$ cat config.mk
export PLATFORM = sky130hd
export DESIGN_NAME = fetch_top
export DESIGN_NICKNAME = d
export VERILOG_FILES = /design/src/fetch_pkg.sv /design/src/fetch_if.sv /design/src/fetch_top.sv /design/src/fetch_bundle_queue.sv /design/src/fetch_lane.sv /design/src/fetch_pc_gen.sv
export VERILOG_INCLUDE_DIRS = /design/src /design/src/src
export SDC_FILE = /design/constraint.sdc
export NUM_CORES = 1
export LEC_CHECK = 0
export BUFFER_PORTS_ARGS = -buffer_cell sky130_fd_sc_hd__buf_4
export CORE_AREA = 3 3 277 225
export CTS_CLUSTER_SIZE = 24
export DETAILED_ROUTE_END_ITERATION = 16
export DIE_AREA = 0 0 280 228
export PLACE_DENSITY_LB_ADDON = 0.08
export SKIP_LAST_GASP = 1
export SYNTH_ARGS = -nofsm -noshare
export SYNTH_HDL_FRONTEND = slang
export SYNTH_HIERARCHICAL = 1
export SYNTH_SLANG_ARGS = --single-unit
$ cat constraint.sdc
create_clock -name clock -period 5.9 [get_ports clock]
set_input_delay 0.885 -clock clock [delete_from_list [all_inputs] [get_ports clock]]
set_output_delay 0.885 -clock clock [all_outputs]
set_load 0.02 [all_outputs]
$ cat src/fetch_defs.svh
// Fetch front-end configuration macros
// Bundle width, address width, reset PC, NOP word, cache window, queue depth

`ifndef FETCH_DEFS_SVH
`define FETCH_DEFS_SVH

// Lanes per bundle, a power of two from 1 to 4
`define FETCH_WIDTH 2

// Byte address width
`define ADDR_WIDTH 32

// Fetch PC after reset
`define RESET_PC 32'h0000_0000

// Word driven on lanes that carry no instruction
`define NOP 32'h0000_0013

// 64-bit blocks returned by the cache, one extra so an unaligned bundle fits
`define WINDOW_BLOCKS (`FETCH_WIDTH / 2 + 1)

// Bundle entries in the dispatch queue, a power of two
`define QUEUE_DEPTH 4

`endif
$ cat src/fetch_pkg.sv
// Shared types of the fetch front end
// Addresses, instruction words, cache blocks and window, lane index and mask

`default_nettype none

`include "fetch_defs.svh"

package fetch_pkg;

    // Byte address
    typedef logic [`ADDR_WIDTH-1:0] addr_t;

    // One instruction word
    typedef logic [31:0] inst_t;

    // One cache block, word 0 in the low half
    typedef logic [63:0] mem_block_t;

    // Cache response, block 0 at the aligned fetch address
    typedef mem_block_t [`WINDOW_BLOCKS-1:0] window_t;

    // Lane index, kept at least one bit wide for a single-lane build
    localparam int unsigned LANE_IDX_W = (`FETCH_WIDTH > 1) ? $clog2(`FETCH_WIDTH) : 1;
    typedef logic [LANE_IDX_W-1:0] lane_idx_t;

    // One bit per lane
    typedef logic [`FETCH_WIDTH-1:0] lane_mask_t;

endpackage

`default_nettype wire

$ cat src/fetch_if.sv
// Fetch front-end interfaces
// fetch_ctl_if carries PC generator control and cache data to the lanes
// fetch_lane_if carries one lane's packet to the bundle queue

`timescale 1ns/1ps
`default_nettype none

interface fetch_ctl_if import fetch_pkg::*; ();

    // Current fetch PC
    addr_t   base_pc;
    // Bundle accepted this cycle
    logic    fire;
    // Taken prediction cuts the bundle
    logic    cut;
    // Last lane kept under a cut
    lane_idx_t cut_lane;
    // Cache window for this PC
    window_t window;

    modport gen  (output base_pc, fire, cut, cut_lane, window);
    modport lane (input  base_pc, fire, cut, cut_lane, window);

endinterface

interface fetch_lane_if import fetch_pkg::*; ();

    addr_t pc;
    addr_t npc;
    inst_t inst;
    logic  valid;

    modport lane  (output pc, npc, inst, valid);
    modport queue (input  pc, npc, inst, valid);

endinterface

`default_nettype wire

$ cat src/fetch_top.sv
// Fetch front-end top level
// PC generator, one fetch lane per bundle slot, bundle queue

`timescale 1ns/1ps
`default_nettype none

`include "fetch_defs.svh"

module fetch_top import fetch_pkg::*; (
    input  logic                        clock,
    input  logic                        reset,
    // Instruction cache
    input  logic                        icache_valid_i,
    input  window_t                     icache_data_i,
    output addr_t                       imem_addr_o,
    // Branch predictor
    input  logic                        pred_valid_i,
    input  logic                        pred_taken_i,
    input  lane_idx_t                   pred_lane_i,
    input  addr_t                       pred_target_i,
    // Execute-stage redirect
    input  logic                        redirect_valid_i,
    input  addr_t                       redirect_pc_i,
    // Dispatch side
    input  logic                        dispatch_ready_i,
    output logic                        bundle_valid_o,
    output lane_mask_t                  bundle_mask_o,
    output addr_t [`FETCH_WIDTH-1:0]    bundle_pc_o,
    output inst_t [`FETCH_WIDTH-1:0]    bundle_inst_o
);

    fetch_ctl_if  ctl_bus ();
    fetch_lane_if lane_bus [`FETCH_WIDTH] ();

    logic queue_full;

    fetch_pc_gen u_pc_gen (
        .clock            (clock),
        .reset            (reset),
        .icache_valid_i   (icache_valid_i),
        .icache_data_i    (icache_data_i),
        .pred_valid_i     (pred_valid_i),
        .pred_taken_i     (pred_taken_i),
        .pred_lane_i      (pred_lane_i),
        .pred_target_i    (pred_target_i),
        .redirect_valid_i (redirect_valid_i),
        .redirect_pc_i    (redirect_pc_i),
        .queue_full_i     (queue_full),
        .imem_addr_o      (imem_addr_o),
        .ctl              (ctl_bus.gen)
    );

    // One lane per bundle slot
    genvar k;
    for (k = 0; k < `FETCH_WIDTH; k++) begin : g_lane
        fetch_lane #(
            .LANE (k)
        ) u_lane (
            .ctl (ctl_bus.lane),
            .out (lane_bus[k].lane)
        );
    end

    // Redirect flushes anything fetched down the wrong path
    fetch_bundle_queue u_queue (
        .clock   (clock),
        .reset   (reset),
        .lanes   (lane_bus),
        .flush_i (redirect_valid_i),
        .pop_i   (dispatch_ready_i),
        .full_o  (queue_full),
        .valid_o (bundle_valid_o),
        .mask_o  (bundle_mask_o),
        .pc_o    (bundle_pc_o),
        .inst_o  (bundle_inst_o)
    );

endmodule

`default_nettype wire

$ cat src/fetch_bundle_queue.sv
// Bundle queue between fetch and dispatch
// Circular buffer of whole bundles with count, registered full,
// dispatch pop and redirect flush

`timescale 1ns/1ps
`default_nettype none

`include "fetch_defs.svh"

module fetch_bundle_queue import fetch_pkg::*; (
    input  logic                        clock,
    input  logic                        reset,
    fetch_lane_if.queue                 lanes [`FETCH_WIDTH],
    input  logic                        flush_i,
    input  logic                        pop_i,
    output logic                        full_o,
    output logic                        valid_o,
    output lane_mask_t                  mask_o,
    output addr_t [`FETCH_WIDTH-1:0]    pc_o,
    output inst_t [`FETCH_WIDTH-1:0]    inst_o
);

    localparam int unsigned DEPTH = `QUEUE_DEPTH;
    localparam int unsigned PTR_W = $clog2(DEPTH);

    typedef logic [PTR_W-1:0] ptr_t;
    typedef logic [PTR_W:0]   count_t;

    // Lane packets gathered into one bundle
    lane_mask_t                in_mask;
    addr_t [`FETCH_WIDTH-1:0]  in_pc;
    inst_t [`FETCH_WIDTH-1:0]  in_inst;

    // Bundle storage
    lane_mask_t                mask_mem [DEPTH];
    addr_t [`FETCH_WIDTH-1:0]  pc_mem   [DEPTH];
    inst_t [`FETCH_WIDTH-1:0]  inst_mem [DEPTH];

    ptr_t   wr_ptr;
    ptr_t   rd_ptr;
    count_t count;
    count_t count_d;
    logic   full_q;
    logic   push;
    logic   pop_ok;

    genvar k;
    for (k = 0; k < `FETCH_WIDTH; k++) begin : g_gather
        assign in_mask[k] = lanes[k].valid;
        assign in_pc[k]   = lanes[k].pc;
        assign in_inst[k] = lanes[k].inst;
    end

    // --------------------------------------------------
    // Push, pop and occupancy
    // --------------------------------------------------

    // Pop on an empty queue is ignored
    assign pop_ok = pop_i && (count != '0);

    // A full queue still takes a bundle when the head leaves
    assign push = (|in_mask) && (!full_q || pop_ok) && !flush_i;

    always_comb begin
        count_d = count;
        if (push && !pop_ok) begin
            count_d = count + count_t'(1);
        end else if (!push && pop_ok) begin
            count_d = count - count_t'(1);
        end
    end

    // Pointers wrap on their own width
    always_ff @(posedge clock) begin
        if (reset) begin
            wr_ptr <= '0;
            rd_ptr <= '0;
            count  <= '0;
            full_q <= 1'b0;
        end else if (flush_i) begin
            wr_ptr <= '0;
            rd_ptr <= '0;
            count  <= '0;
            full_q <= 1'b0;
        end else begin
            if (push) begin
                wr_ptr <= wr_ptr + ptr_t'(1);
            end
            if (pop_ok) begin
                rd_ptr <= rd_ptr + ptr_t'(1);
            end
            count  <= count_d;
            full_q <= (count_d == count_t'(DEPTH));
        end
    end

    always_ff @(posedge clock) begin
        if (push) begin
            mask_mem[wr_ptr] <= in_mask;
            pc_mem[wr_ptr]   <= in_pc;
            inst_mem[wr_ptr] <= in_inst;
        end
    end

    // --------------------------------------------------
    // Head entry
    // --------------------------------------------------

    assign full_o  = full_q;
    assign valid_o = (count != '0);
    assign mask_o  = valid_o ? mask_mem[rd_ptr] : '0;
    assign pc_o    = pc_mem[rd_ptr];
    assign inst_o  = inst_mem[rd_ptr];

endmodule

`default_nettype wire

$ cat src/fetch_lane.sv
// One fetch lane
// Word select from the cache window, lane PC and NPC, lane valid under a cut

`timescale 1ns/1ps
`default_nettype none

`include "fetch_defs.svh"

module fetch_lane import fetch_pkg::*; #(
    parameter int unsigned LANE = 0
) (
    fetch_ctl_if.lane  ctl,
    fetch_lane_if.lane out
);

    // Window seen as a flat run of 32-bit words
    localparam int unsigned WORDS      = 2 * `WINDOW_BLOCKS;
    localparam int unsigned WORD_IDX_W = $clog2(WORDS);

    typedef logic [WORD_IDX_W-1:0] word_idx_t;

    logic [WORDS*32-1:0] flat_words;
    word_idx_t           word_idx;
    inst_t               picked;
    logic                beyond_cut;

    assign flat_words = ctl.window;

    // Offset of the first word inside block 0, plus this lane
    assign word_idx = word_idx_t'(ctl.base_pc[2]) + word_idx_t'(LANE);

    // Unaligned bundles spill into the next block
    assign picked = flat_words[word_idx*32 +: 32];

    // --------------------------------------------------
    // Lane packet
    // --------------------------------------------------

    assign out.pc  = ctl.base_pc + addr_t'(4 * LANE);
    assign out.npc = out.pc + addr_t'(4);

    // Lanes past the predicted branch are dropped
    assign beyond_cut = ctl.cut && (lane_idx_t'(LANE) > ctl.cut_lane);

    assign out.valid = ctl.fire && !beyond_cut;

    // NOP on a dead lane keeps the queue payload clean
    assign out.inst = out.valid ? picked : `NOP;

endmodule

`default_nettype wire

$ cat src/fetch_pc_gen.sv
// Fetch PC generator
// PC register, next-PC priority, fire decision and aligned cache address

`timescale 1ns/1ps
`default_nettype none

`include "fetch_defs.svh"

module fetch_pc_gen import fetch_pkg::*; (
    input  logic       clock,
    input  logic       reset,
    // Instruction cache response
    input  logic       icache_valid_i,
    input  window_t    icache_data_i,
    // Branch prediction for the current bundle
    input  logic       pred_valid_i,
    input  logic       pred_taken_i,
    input  lane_idx_t  pred_lane_i,
    input  addr_t      pred_target_i,
    // Execute-stage correction
    input  logic       redirect_valid_i,
    input  addr_t      redirect_pc_i,
    // Back-pressure from the bundle queue
    input  logic       queue_full_i,
    output addr_t      imem_addr_o,
    fetch_ctl_if.gen   ctl
);

    // Sequential advance, 4 bytes per lane
    localparam addr_t PC_STEP = addr_t'(4 * `FETCH_WIDTH);

    addr_t pc_q;
    addr_t pc_d;
    logic  fire;
    logic  taken;

    // --------------------------------------------------
    // Fire and prediction
    // --------------------------------------------------

    // Whole bundle goes or nothing does
    // A miss, a redirect or a full queue stalls it
    assign fire  = icache_valid_i && !redirect_valid_i && !queue_full_i;

    // Prediction applies to the bundle on the cache bus now
    assign taken = pred_valid_i && pred_taken_i;

    // --------------------------------------------------
    // Next PC
    // --------------------------------------------------

    // Redirect first, then predicted taken, then sequential
    always_comb begin
        pc_d = pc_q;
        if (redirect_valid_i) begin
            pc_d = redirect_pc_i;
        end else if (fire) begin
            if (taken) begin
                pc_d = pred_target_i;
            end else begin
                pc_d = pc_q + PC_STEP;
            end
        end
    end

    always_ff @(posedge clock) begin
        if (reset) begin
            pc_q <= `RESET_PC;
        end else begin
            pc_q <= pc_d;
        end
    end

    // Cache address on a 64-bit block boundary
    assign imem_addr_o = {pc_q[`ADDR_WIDTH-1:3], 3'b000};

    // --------------------------------------------------
    // Lane control
    // --------------------------------------------------

    assign ctl.base_pc  = pc_q;
    assign ctl.fire     = fire;
    assign ctl.cut      = taken;
    assign ctl.cut_lane = pred_lane_i;
    assign ctl.window   = icache_data_i;

endmodule

`default_nettype wire

======== Word-level counts from Yosys, hierarchy flattened ========
Memories as Yosys holds them, arrays and structs flattened. A register that Yosys moved wholly into a read port is not among the register bits.
Index checks and enable logic that the tools add are counted.
storage, ports and cells
  memories ................................ 3
  input bits .............................. 200
  bits in writable memories ............... 520
  register bits ........................... 40
  logic and storage cells ................. 59
memory list
  name              words  width  rd ports  clocked after memory_dff  wr ports  RTL line                  text
  u_queue.inst_mem  4      64     1         1                         1         fetch_bundle_queue.sv:37  inst_t [`FETCH_WIDTH-1:0] inst_mem [DEPTH];
  u_queue.pc_mem    4      64     1         1                         1         fetch_bundle_queue.sv:36  addr_t [`FETCH_WIDTH-1:0] pc_mem [DEPTH];
  u_queue.mask_mem  4      2      1         1                         1         fetch_bundle_queue.sv:35  lane_mask_t mask_mem [DEPTH];
operators by class
  add/sub/neg operators ................... 7
  $lt $le $gt $ge ......................... 2
  eq/ne operators ......................... 1
  shift operators ......................... 2
  muxes and demuxes ....................... 16
  reductions and logical operators ........ 23
operator list
  operator                                              number
  2-to-1 mux 32 bit                                     5
  variable part select 128 x 7 -> 32 bit                1
  variable part select 128 x 8 -> 32 bit                1
  adder 32 x 3 -> 32 bit (second input constant)        1
  adder 32 x 4 -> 32 bit (second input constant)        1
  2-to-1 mux 2 bit                                      7
  logical AND 1 bit                                     12
  logical NOT 1 bit                                     6
  2-to-1 mux 3 bit                                      2
  adder 2 x 1 -> 2 bit (second input constant)          2
  OR reduction 2 bit                                    2
  adder 3 x 1 -> 3 bit (second input constant)          1
  equality test 3 bit (second input constant)           1
  nonzero test 3 bit                                    1
  subtractor 3 x 1 -> 3 bit (second input constant)     1
  adder 1 x 1 -> 2 bit (second input constant)          1
  greater-than comparator 1 bit (first input constant)  2
  2-to-1 mux 1 bit                                      2
  nonzero test 2 bit                                    1
  logical OR 1 bit                                      1

======== Longest topological paths before layout ========
Gate-level depths: netlist of the first run.
  depth in word-level cells ............... 12
  gate-level depth with buffers ........... 12

======== Cells and area by module ========
Netlist of the first run, hierarchy kept.
modules (own cells, without submodules)
  module                          cells each  area each (µm²)  instances
  fetch_bundle_queue              754         19446.2          1
  fetch_pc_gen                    486         3694.8           1
  fetch_lane at g_lane[1].u_lane  326         2202.1           1
  fetch_lane at g_lane[0].u_lane  186         1395.1           1

======== Least setup slack after synthesis of the first run ========
No wires, ideal clock.
  kind .................................... input -> register
  start point ............................. input port redirect_valid_i
  end point ............................... memory u_queue/inst_mem[0][0] (netlist bit), enable pin
  buffers on the path ..................... 1
  arrival ................................. 5.529 ns
  setup slack ............................. -0.135 ns
  cell stages on the path ................. 7
  cells stage by stage .................... nor3b_1 > o21ai_0 > clkbuf_1 > inv_1 > nor2_1 > nor2_1 > and3_1
on the way
  word-level cells in the longest chain between the ends .. 9
  elaborated cells on any way between the ends .. 10
ends and longest elaborated chain
  item                                    RTL line                   text
  from (decl)                             fetch_top.sv:22            input logic redirect_valid_i,
  logical NOT 1 bit                       fetch_pc_gen.sv:43         assign fire = icache_valid_i && !redirect_valid_i && !queue_full_i;
  logical AND 1 bit (2 in series)         fetch_pc_gen.sv:43
  logical AND 1 bit                       fetch_lane.sv:45           assign out.valid = ctl.fire && !beyond_cut;
  net lane_bus[1].valid                   fetch_if.sv:31             logic valid;
  OR reduction 2 bit                      fetch_bundle_queue.sv:62   assign push = (|in_mask) && (!full_q || pop_ok) && !flush_i;
  logical AND 1 bit (2 in series)         fetch_bundle_queue.sv:62
  2-to-1 mux 1 bit                        fetch_bundle_queue.sv:98   if (push) begin
  2-to-1 mux 1 bit (not written as such)  fetch_bundle_queue.sv:101  inst_mem[wr_ptr] <= in_inst;
  to (decl)                               fetch_bundle_queue.sv:37
The timed path passes the listed nets, and every way through them passes these cells.

======== Worst setup path in the final report of the first run ========
  start point ............................. input port pred_valid_i
  end point ............................... memory u_queue/pc_mem[0][47] (netlist bit), enable pin
on the way
  word-level cells in the longest chain between the ends .. 9
  elaborated cells on any way between the ends .. 12
ends and longest elaborated chain
  item                                    RTL line                   text
  from (decl)                             fetch_top.sv:17            input logic pred_valid_i,
  logical AND 1 bit                       fetch_pc_gen.sv:46         assign taken = pred_valid_i && pred_taken_i;
  net ctl_bus.cut                         fetch_if.sv:15             logic cut;
  logical AND 1 bit                       fetch_lane.sv:43           assign beyond_cut = ctl.cut && (lane_idx_t'(LANE) > ctl.cut_lane);
  logical NOT 1 bit                       fetch_lane.sv:45
  logical AND 1 bit                       fetch_lane.sv:45
  net lane_bus[1].valid                   fetch_if.sv:31
  OR reduction 2 bit                      fetch_bundle_queue.sv:62
  logical AND 1 bit (2 in series)         fetch_bundle_queue.sv:62
  2-to-1 mux 1 bit                        fetch_bundle_queue.sv:98
  2-to-1 mux 1 bit (not written as such)  fetch_bundle_queue.sv:100  pc_mem[wr_ptr] <= in_pc;
  to (decl)                               fetch_bundle_queue.sv:36
The timed path passes the listed nets, and every way through them passes these cells.

==> results of run 1 <==
[flip-flops by register name (all words and copies together) (netlist names), named ones only]
| signal | flops |
|---|---|
| u_queue/count | 3 |
| u_queue/rd_ptr | 2 |
| u_queue/wr_ptr | 2 |
| u_queue/pc_mem | 256 |
| u_queue/inst_mem | 256 |
| u_queue/mask_mem | 8 |
| u_queue/full_o | 1 |
| u_pc_gen/ctl.base_pc | 32 |
[stage by stage]
step	power [mW]	hold slack (ps)	std cells	utilization
after CTS	8.98	523	2498	0.484
after floorplan	5.20	472	1509	-
after global placement	5.53	507	2400	0.455
after detailed placement	5.54	515	2400	0.455
after global routing	9.20	548	2499	0.484
final	8.86	535	2499	0.484
[cell type report]
| type | count | area [um2] | share of cell area |
|---|---|---|---|
| Tap cell | 779 | 975 | 0.0338 |
| Sequential cell | 562 | 16500 | 0.571 |
| Inverter | 27 | 104 | 0.00360 |
| Clock inverter | 25 | 240 | 0.00834 |
| Timing Repair Buffer | 360 | 2820 | 0.0977 |
| Clock buffer | 73 | 1490 | 0.0518 |
| Multi-Input combinational cell | 672 | 6720 | 0.233 |
| Antenna cell | 1 | 2.50 | 0.0000868 |
[where the power goes]
part,switching [mW],internal (mW)
clock network,1.47,1.95
registers,0.0913,4.46
logic,0.503,0.383
total,2.06,6.80
[cells in the final DEF, fill, tap and decap left out, drive strengths merged, types with 13 or more instances in the layout]
| cell type | n |
|---|---|
| edfxtp | 520 |
| buf | 360 |
| mux4 | 130 |
| clkbuf | 73 |
| mux2i | 67 |
| nor2 | 61 |
| nand2 | 56 |
| dfxtp | 42 |
| nor2b | 34 |
| nand3 | 34 |
| inv | 31 |
| nand4 | 23 |
| o21ai | 22 |
| a21oi | 21 |
| nor3 | 20 |
| and3 | 19 |
| nor4 | 17 |
| xnor2 | 16 |
| clkinv | 16 |
| xor2 | 13 |
[final timing paths]
kind	start	endpoint	slack (ps)	cells after the start
hold / removal	u_queue/rd_ptr[0]$_SDFFE_PP0P_	u_queue/rd_ptr[0]$_SDFFE_PP0P_	530	2
hold reg to reg	u_queue/rd_ptr[0]$_SDFFE_PP0P_	u_queue/rd_ptr[0]$_SDFFE_PP0P_	530	2
setup / recovery	pred_valid_i	u_queue/pc_mem[0][47]$_DFFE_PP_	2060	10
setup reg to reg	u_queue/full_o$_SDFF_PP0_	u_queue/pc_mem[0][47]$_DFFE_PP_	2600	6
[worst max-delay path, cell delays in order]
cell	delay, ps
buf_4	180
nand2_1	410
inv_1	390
inv_1	200
o21ai_4	70
inv_1	280
nor2_1	90
nor2_1	300
and3_4	820
buf_4	430
[metal layers]
| metal | part of all wire | wire length, um | global-route usage |
|---|---|---|---|
| met3 | 0.067 | 4290 | 0.0427 |
| met4 | 0.018 | 1150 | 0.0429 |
| met5 | 0.00020 | 13 | 0 |
| met2 | 0.47 | 29700 | 0.306 |
| met1 | 0.45 | 28700 | 0.292 |
==> run_results.csv, run 1 <==
group,metric,value,unit
status,status,"complete, no violations",
logic_synthesis,synth.cell_area,25000,um2
clocking,clock-sinks,562,
die,rows,80,
timing,final.min_clock_period,3840,ps
clocking,postCtsSetupBuffers,0,
placed_design,place_ws,1470,ps
timing,slew_viol_final,0,
clocking,clock_latency,590,ps
logic_synthesis,syn_inst,1507,
clocking,cts-resized-gates,0,
grt,grt_pass1_wl,95200,um
finish,fillers,5057,
worst_setup_path,worst_setup_path_end_kind,"register",
power_and_ir_drop,p_leak,9.76,nW
placed_design,post_dp_cell_area,27100,um2
finish,final_area,28800,um2
timing,fin_ws,2060,ps
timing,hold_viol_final,0,
clocking,htreeDepth,2,
grt,grt_usage,0.199,
placed_design,globalplace.congestion,0.827,
finish,area_growth_syn_to_layout,15.4,%
die,ioPinCount,363,
timing,slew_headroom,0.183,
grt,grt_start_max_net_pins,71,
clocking,cts.reportedPaths.clkPinSlew,60,ps
clocking,cts_tree,"done",
detailed_routing,post_drt_wl_per_cell,25.6,um
timing,fin_worst_skew,15.0,ps
hold_path,holdCritPathClass,"reg2reg",
grt,grt_pass1_vias,14200,
detailed_routing,routed_wl,63900,um
placed_design,place_hpwl,41200,um
worst_setup_path,cp-start-kind,"input pin",
die,die_w,280,um
die,die_y,228,um
power_and_ir_drop,ir_worst_vdd,0.000295,V
grt,antenna_found_initial,3,
finish,final_nets,1888,
logic_synthesis,syn_avg_cell_area,16.6,um2
detailed_routing,drtIter0Drc,1161,
logic_synthesis,ys_warn_count,6,
clocking,ctsRootBufferMaster,"clkbuf_16",
die,initial_utilization,0.419,
worst_setup_path,critical_path_class,"in2reg",
finish,drive_gt1_frac,0.355,
die,core-area,59600,um2
worst_setup_path,cp_data_arrival_time,4100,ps
timing,fmax,260,MHz
detailed_routing,drcViolationCount,0,
clocking,numCtsBuffers,55,
grt,grt_remaining_overflow,0,
timing,rsz0062_at_grt,"false",
detailed_routing,drtPass1Iterations,5,
detailed_routing,ant_nets,0,
placed_design,portBuffers,327,
worst_setup_path,cp_max_fo,44,
clocking,cts_max_path_buffers,3,
job,maxCapViolations,0,
timing,finalSetupViolations,0,
detailed_routing,viasPerCell,5.52,
timing,tightest_slew,1220,ps
timing,tns,0,ps
power_and_ir_drop,power.density,307,nW/um2
clocking,ctsHoldBuffers,0,
worst_setup_path,required,6160,ps
detailed_routing,vias,13800,
timing,min_period_over_period,0.651,
die,die_area,63800,um2
Note: power is estimated with default switching activity, not from simulation.
==> inputs of run 2 (changes only) <==
Clock period 5.9 ns to 3.1 ns, I/O delays scaled along.
==> run 2 against run 1 <==
Non-clock buffer count up 31. Critical endpoint is now bundle_mask_o[1]. Clock-buffer cell count unchanged. Wire length up 0.60%. Clock skew up 1.9 ps. Combinational power up 110%. Worst hold slack worse by 380 ps. Power up 93%. Via count up 0.87%. Utilization up 0.84 points. Largest power group unchanged. Global-route usage up 0.16 points. Die area unchanged.
==> run_results.csv, run 2 (synthesized netlist as in run 1, its figures left out) <==
group,metric,value,unit
worst_setup_path,crit_family,"multiplexers",
clocking,htreeDepth,2,
clocking,ctsHoldBuffers,0,
timing,min_period_over_period,0.880,
die,ioPinCount,363,
finish,layout_commonest_cell,"edfxtp_1",
die,rows,80,
hold_path,holdCritPathClass,"in2reg",
die,initial_utilization,0.419,
clocking,clock-sinks,562,
finish,layout_common_cells,"edfxtp_1 (520), buf_4 (367), mux4_2 (130), mux2i_1 (67), nor2_1 (60)",
worst_setup_path,r2r-end,"u_queue/pc_mem[1][49]$_DFFE_PP_",
hold_path,hold_path.startpoint,"pred_target_i[1]",
finish,multi_input_area,6730,um2
detailed_routing,viasPerCell,5.48,
timing,hold_viol_final,0,
worst_setup_path,r2r_cells,7,
clocking,numCtsBuffers,57,
power_and_ir_drop,power.density,582,nW/um2
placed_design,portBuffers,327,
worst_setup_path,worst_setup_path_end_kind,"output pin",
timing,slew_headroom,0.455,
die,core-area,59600,um2
finish,drive_gt1_frac,0.363,
worst_setup_path,slowest_stage,"mux4_2",
worst_setup_path,path_buf_inv,2,
detailed_routing,routed-wl-met3,4480,um
clocking,postCtsSetupBuffers,0,
clocking,clock_latency,600,ps
job,maxCapViolations,0,
die,die_area,63800,um2
worst_setup_path,cp_max_fo,38,
timing,worst_hold_slack,154,ps
status,status,"complete, no violations",
worst_setup_path,reg2reg_slack,570,ps
detailed_routing,maxUsedRoutingLayer,"met5",
grt,grt_pass1_vias,14200,
worst_setup_path,cp-start-kind,"register",
detailed_routing,wl_met2,29100,um
worst_setup_path,critical_path_class,"reg2out",
timing,tightest_slew,818,ps
timing,rsz0062_at_grt,"false",
detailed_routing,drtPass1Iterations,5,
timing,final.min_clock_period,2730,ps
timing,fmax,367,MHz
die,die_w,280,um
hold_path,hold_end,"u_pc_gen/ctl.base_pc[1]$_SDFFE_PP0P_",
detailed_routing,post_drt_wl_per_cell,25.3,um
power_and_ir_drop,p_leak,9.98,nW
detailed_routing,drt-met1-wl,29500,um
detailed_routing,routed_wl,64300,um
worst_setup_path,crit_path_cell_trace,"buf_12 > mux4_2 > and2_1 > buf_4",
grt,antenna_found_initial,8,
detailed_routing,vias,13900,
worst_setup_path,cp_data_arrival_time,2260,ps
clocking,cts.reportedPaths.clkPinSlew,60,ps
detailed_routing,drtIter0Drc,1172,
timing,slew_viol_final,0,
clocking,cts_tree,"done",
timing,finalSetupViolations,0,
detailed_routing,ant_nets,0,
power_and_ir_drop,ir_worst_vdd,0.000416,V
clocking,cts-resized-gates,0,
grt,grt_remaining_overflow,0,
placed_design,place_hpwl,42500,um
worst_setup_path,r2r_start,"u_queue/full_o$_SDFF_PP0_",
grt,grt_start_max_net_pins,72,
clocking,cts_max_path_buffers,3,
grt,grt_pass1_wl,95500,um
clocking,ctsRootBufferMaster,"clkbuf_16",
hold_path,holdPathStages,3,
finish,area_growth_syn_to_layout,17.4,%
timing,fin_worst_skew,16.9,ps
die,die_y,228,um
finish,final_nets,1921,
detailed_routing,drcViolationCount,0,
timing,tns,0,ps
power_and_ir_drop,fin_total_pwr,17.1,mW
finish,fillers,5072,
placed_design,globalplace.congestion,0.907,
finish,regArea,16500,um2
worst_setup_path,max_stage_delay,570,ps
worst_setup_path,required,2630,ps
grt,grt_usage,0.200,
==> run 2: changes by cell type in the layout (fill, tap and decap cells not counted), sizes merged <==
cell | before | now
buf | 360 | 391
inv | 31 | 27
bufinv | 4 | 5
diode | 1 | 2
clkinv | 16 | 26
==> run 2: report_power, final <==
group | switching (mW) | total (mW) | internal, mW | leakage, nW
Clock | 2.79 | 6.67 | 3.88 | 0.879
Combinational | 1.05 | 1.82 | 0.772 | 4.00
Sequential | 0.0937 | 8.59 | 8.49 | 5.11
==> run 2: layer usage <==
| metal | GRT usage | up-vias |
|---|---|---|
| li1 | - | 6184 |
| met1 | 0.299 | 7212 |
| met3 | 0.0505 | 85 |
| met4 | 0.0467 | 10 |
| met5 | 0 | - |
| met2 | 0.295 | 413 |
==> run 2: per-stage QoR <==
| stage | instance area (um2) | worst slack, ps | std cells | utilization |
|---|---|---|---|---|
| CTS | 29300 | 282 | 2536 | 0.492 |
| global route | 29300 | 247 | 2537 | 0.492 |
| detailed placement | 27500 | 436 | 2431 | 0.462 |
| finish | 29300 | 372 | 2538 | 0.492 |
| floorplan | 25000 | 54.5 | 1509 | - |
| global placement | 27500 | 430 | 2431 | 0.462 |
==> run 2: worst max-delay path by stage <==
stage / from / to / slack (ps) / depth (start not counted)
finish: register / bundle_mask_o[1] / 370 / 4
CTS: register / bundle_mask_o[1] / 280 / 4
global placement: pred_valid_i / u_queue/pc_mem[1][17]$_DFFE_PP_ / 430 / 10
detailed placement: pred_valid_i / u_queue/pc_mem[1][15]$_DFFE_PP_ / 440 / 10
global route: register / bundle_mask_o[1] / 250 / 4
floorplan: pred_valid_i / u_queue/inst_mem[1][0]$_DFFE_PP_ / 50 / 10
==> run 2: cell type report <==
cell class	instances	share of cell area
Clock inverter	32	0.00939
Clock buffer	73	0.0521
Timing Repair Buffer	391	0.110
Inverter	27	0.00354
Tap cell	779	0.0332
Multi-Input combinational cell	672	0.230
Antenna cell	2	0.000171
Sequential cell	562	0.562
==> run 2: worst min-delay path: stages <==
cell and delay, ps:
buf_4 110, nand2_1 50, a311oi_1 80
==> inputs of run 3 (changes only) <==
Settings changed: CTS_CLUSTER_SIZE 24 to not set, RECOVER_POWER set to 100.
==> run 3 against run 2 <==
Wire length up 0.44%. Worst hold slack better by 0.51 ps. Critical endpoint is now u_pc_gen/ctl.base_pc[17]$_SDFFE_PP0P_. Flip-flop and latch count unchanged. Power down 1.3%. Clock-buffer cell count unchanged. Utilization down 1.3 points. Clock skew down 3.4 ps. Sequential share of layout area up 1.5 points.
==> run_results.csv, run 3 (synthesized netlist as in run 1, its figures left out) <==
group,metric,value,unit
placed_design,place_ws,436,ps
job,maxCapViolations,0,
clocking,htreeDepth,2,
power_and_ir_drop,internal-power,12.9,mW
grt,grt_usage,0.200,
finish,area_growth_syn_to_layout,14.3,%
power_and_ir_drop,fin_total_pwr,16.8,mW
timing,tns,0,ps
worst_setup_path,cp-start-kind,"register",
timing,worst_hold_slack,154,ps
power_and_ir_drop,netSwitchingFraction,0.234,
power_and_ir_drop,power_switching,3.94,mW
detailed_routing,drcViolationCount,0,
worst_setup_path,cp_data_arrival_time,3290,ps
worst_setup_path,required,3560,ps
timing,fin_worst_skew,13.6,ps
worst_setup_path,cp_max_fo,15,
clocking,cts_tree,"done",
placed_design,placed_cells,2431,
die,die_y,228,um
worst_setup_path,critical_path_class,"reg2reg",
timing,final.min_clock_period,2820,ps
detailed_routing,vias,14000,
finish,final_area,28500,um2
timing,slew_viol_final,0,
grt,grt_remaining_overflow,0,
worst_setup_path,crit_path_start,"u_pc_gen/ctl.base_pc[7]$_SDFFE_PP0P_",
grt,antenna_found_initial,8,
timing,fin_ws,277,ps
clocking,cts_max_path_buffers,3,
clocking,cts.reportedPaths.clkPinSlew,60,ps
die,rows,80,
power_and_ir_drop,power.density,590,nW/um2
clocking,clock_latency,600,ps
worst_setup_path,crit_path_end,"u_pc_gen/ctl.base_pc[17]$_SDFFE_PP0P_",
timing,fmax,354,MHz
power_and_ir_drop,power_frac_comb,0.099,
placed_design,portBuffers,327,
worst_setup_path,r2r_start,"u_pc_gen/ctl.base_pc[7]$_SDFFE_PP0P_",
clocking,postCtsSetupBuffers,0,
detailed_routing,drtIter0Drc,1240,
grt,grt_pass1_wl,95600,um
placed_design,globalplace.congestion,0.907,
clocking,cts-resized-gates,0,
die,ioPinCount,363,
detailed_routing,ant_nets,0,
worst_setup_path,reg2reg_slack,280,ps
finish,layout_common_cells,"edfxtp_1 (520), buf_4 (192), clkbuf_1 (186), mux4_2 (130), mux2i_1 (67)",
die,die_area,63800,um2
die,die_w,280,um
worst_setup_path,r2r-end,"u_pc_gen/ctl.base_pc[17]$_SDFFE_PP0P_",
detailed_routing,routed_wl,64600,um
grt,grt_pass1_vias,14100,
clocking,numCtsBuffers,57,
finish,finish.utilization,0.479,
clocking,ctsHoldBuffers,0,
detailed_routing,post_drt_wl_per_cell,25.4,um
worst_setup_path,worst_setup_path_end_kind,"register",
clocking,clock-sinks,562,
placed_design,place_hpwl,42500,um
power_and_ir_drop,p_leak,9.30,nW
die,core-area,59600,um2
power_and_ir_drop,ir_worst_vdd,0.000413,V
hold_path,holdCritPathClass,"in2reg",
placed_design,post_dp_cell_area,27500,um2
timing,rsz0062_at_grt,"false",
detailed_routing,drtPass1Iterations,5,
timing,tightest_slew,1140,ps
finish,final_cell_count_no_fill,2537,
status,status,"complete, no violations",
timing,finalSetupViolations,0,
die,initial_utilization,0.419,
finish,layout_commonest_cell,"edfxtp_1",
finish,final_nets,1921,
power_and_ir_drop,seq_power_share,0.510,
power_and_ir_drop,power.share.clock,0.392,
finish,drive_gt1_frac,0.259,
timing,hold_viol_final,0,
grt,grt_start_max_net_pins,72,
timing,min_period_over_period,0.911,
worst_setup_path,r2r_cells,5,
finish,fillers,5241,
detailed_routing,viasPerCell,5.52,
clocking,ctsRootBufferMaster,"clkbuf_16",
timing,slew_headroom,0.238,
run 3: cell types whose count changed in the layout (fill, tap and decap cells not counted), moves of 2 or more:
cell and change:
and3_1 +2, nor2b_1 +2, xor2_2 -2, clkbuf_1 +172
clkbuf_2 +3, buf_6 +2, buf_4 -175, buf_12 -3
and3_4 -3, xor2_1 +2
run 3: routing by layer:
metal  share of wire  vias to the layer above  GRT usage
met1            0.46                     7277      0.299
met3           0.073                       82     0.0509
met2            0.45                      445      0.295
li1                -                     6184          -
met4           0.018                       10     0.0468
met5          0.0012                        -          0
run 3: power groups by stage:
stage / combinational (mW) / sequential, mW / clock [mW]
floorplan: 1.15 / 8.74 / 0
global placement: 1.83 / 8.74 / 0
detailed placement: 1.84 / 8.75 / 0
CTS: 1.85 / 8.59 / 6.80
global route: 1.79 / 8.60 / 7.14
finish: 1.66 / 8.59 / 6.60
run 3: worst min-delay path by stage:
stage / from / to / slack, ps / cells after the start
after floorplan: u_pc_gen/ctl.base_pc[0]$_SDFFE_PP0P_ / u_pc_gen/ctl.base_pc[0]$_SDFFE_PP0P_ / 470 / 2
after global placement: u_queue/rd_ptr[1]$_SDFFE_PP0P_ / register / 500 / 2
after detailed placement: u_queue/rd_ptr[1]$_SDFFE_PP0P_ / register / 510 / 2
after CTS: pred_target_i[0] / u_pc_gen/ctl.base_pc[0]$_SDFFE_PP0P_ / 110 / 3
after global routing: pred_target_i[0] / u_pc_gen/ctl.base_pc[0]$_SDFFE_PP0P_ / 140 / 3
final: pred_target_i[1] / u_pc_gen/ctl.base_pc[1]$_SDFFE_PP0P_ / 150 / 3
run 3: layout make-up:
type                            instances  area [um2]  share of cell area
Antenna cell                            2        5.00            0.000175
Clock buffer                           73        1530              0.0536
Clock inverter                         31         250             0.00877
Inverter                               27         103             0.00360
Multi-Input combinational cell        672        6660               0.233
Sequential cell                       562       16500               0.577
Tap cell                              779         975              0.0342
Timing Repair Buffer                  391        2550              0.0894
run 3: worst max-delay path, cell delays in order (launching register included):
cell and delay [ps]:
dfxtp_1 320, clkbuf_1 750, nand3_2 400, nor4_2 740
nor2_1 110, o311a_1 370
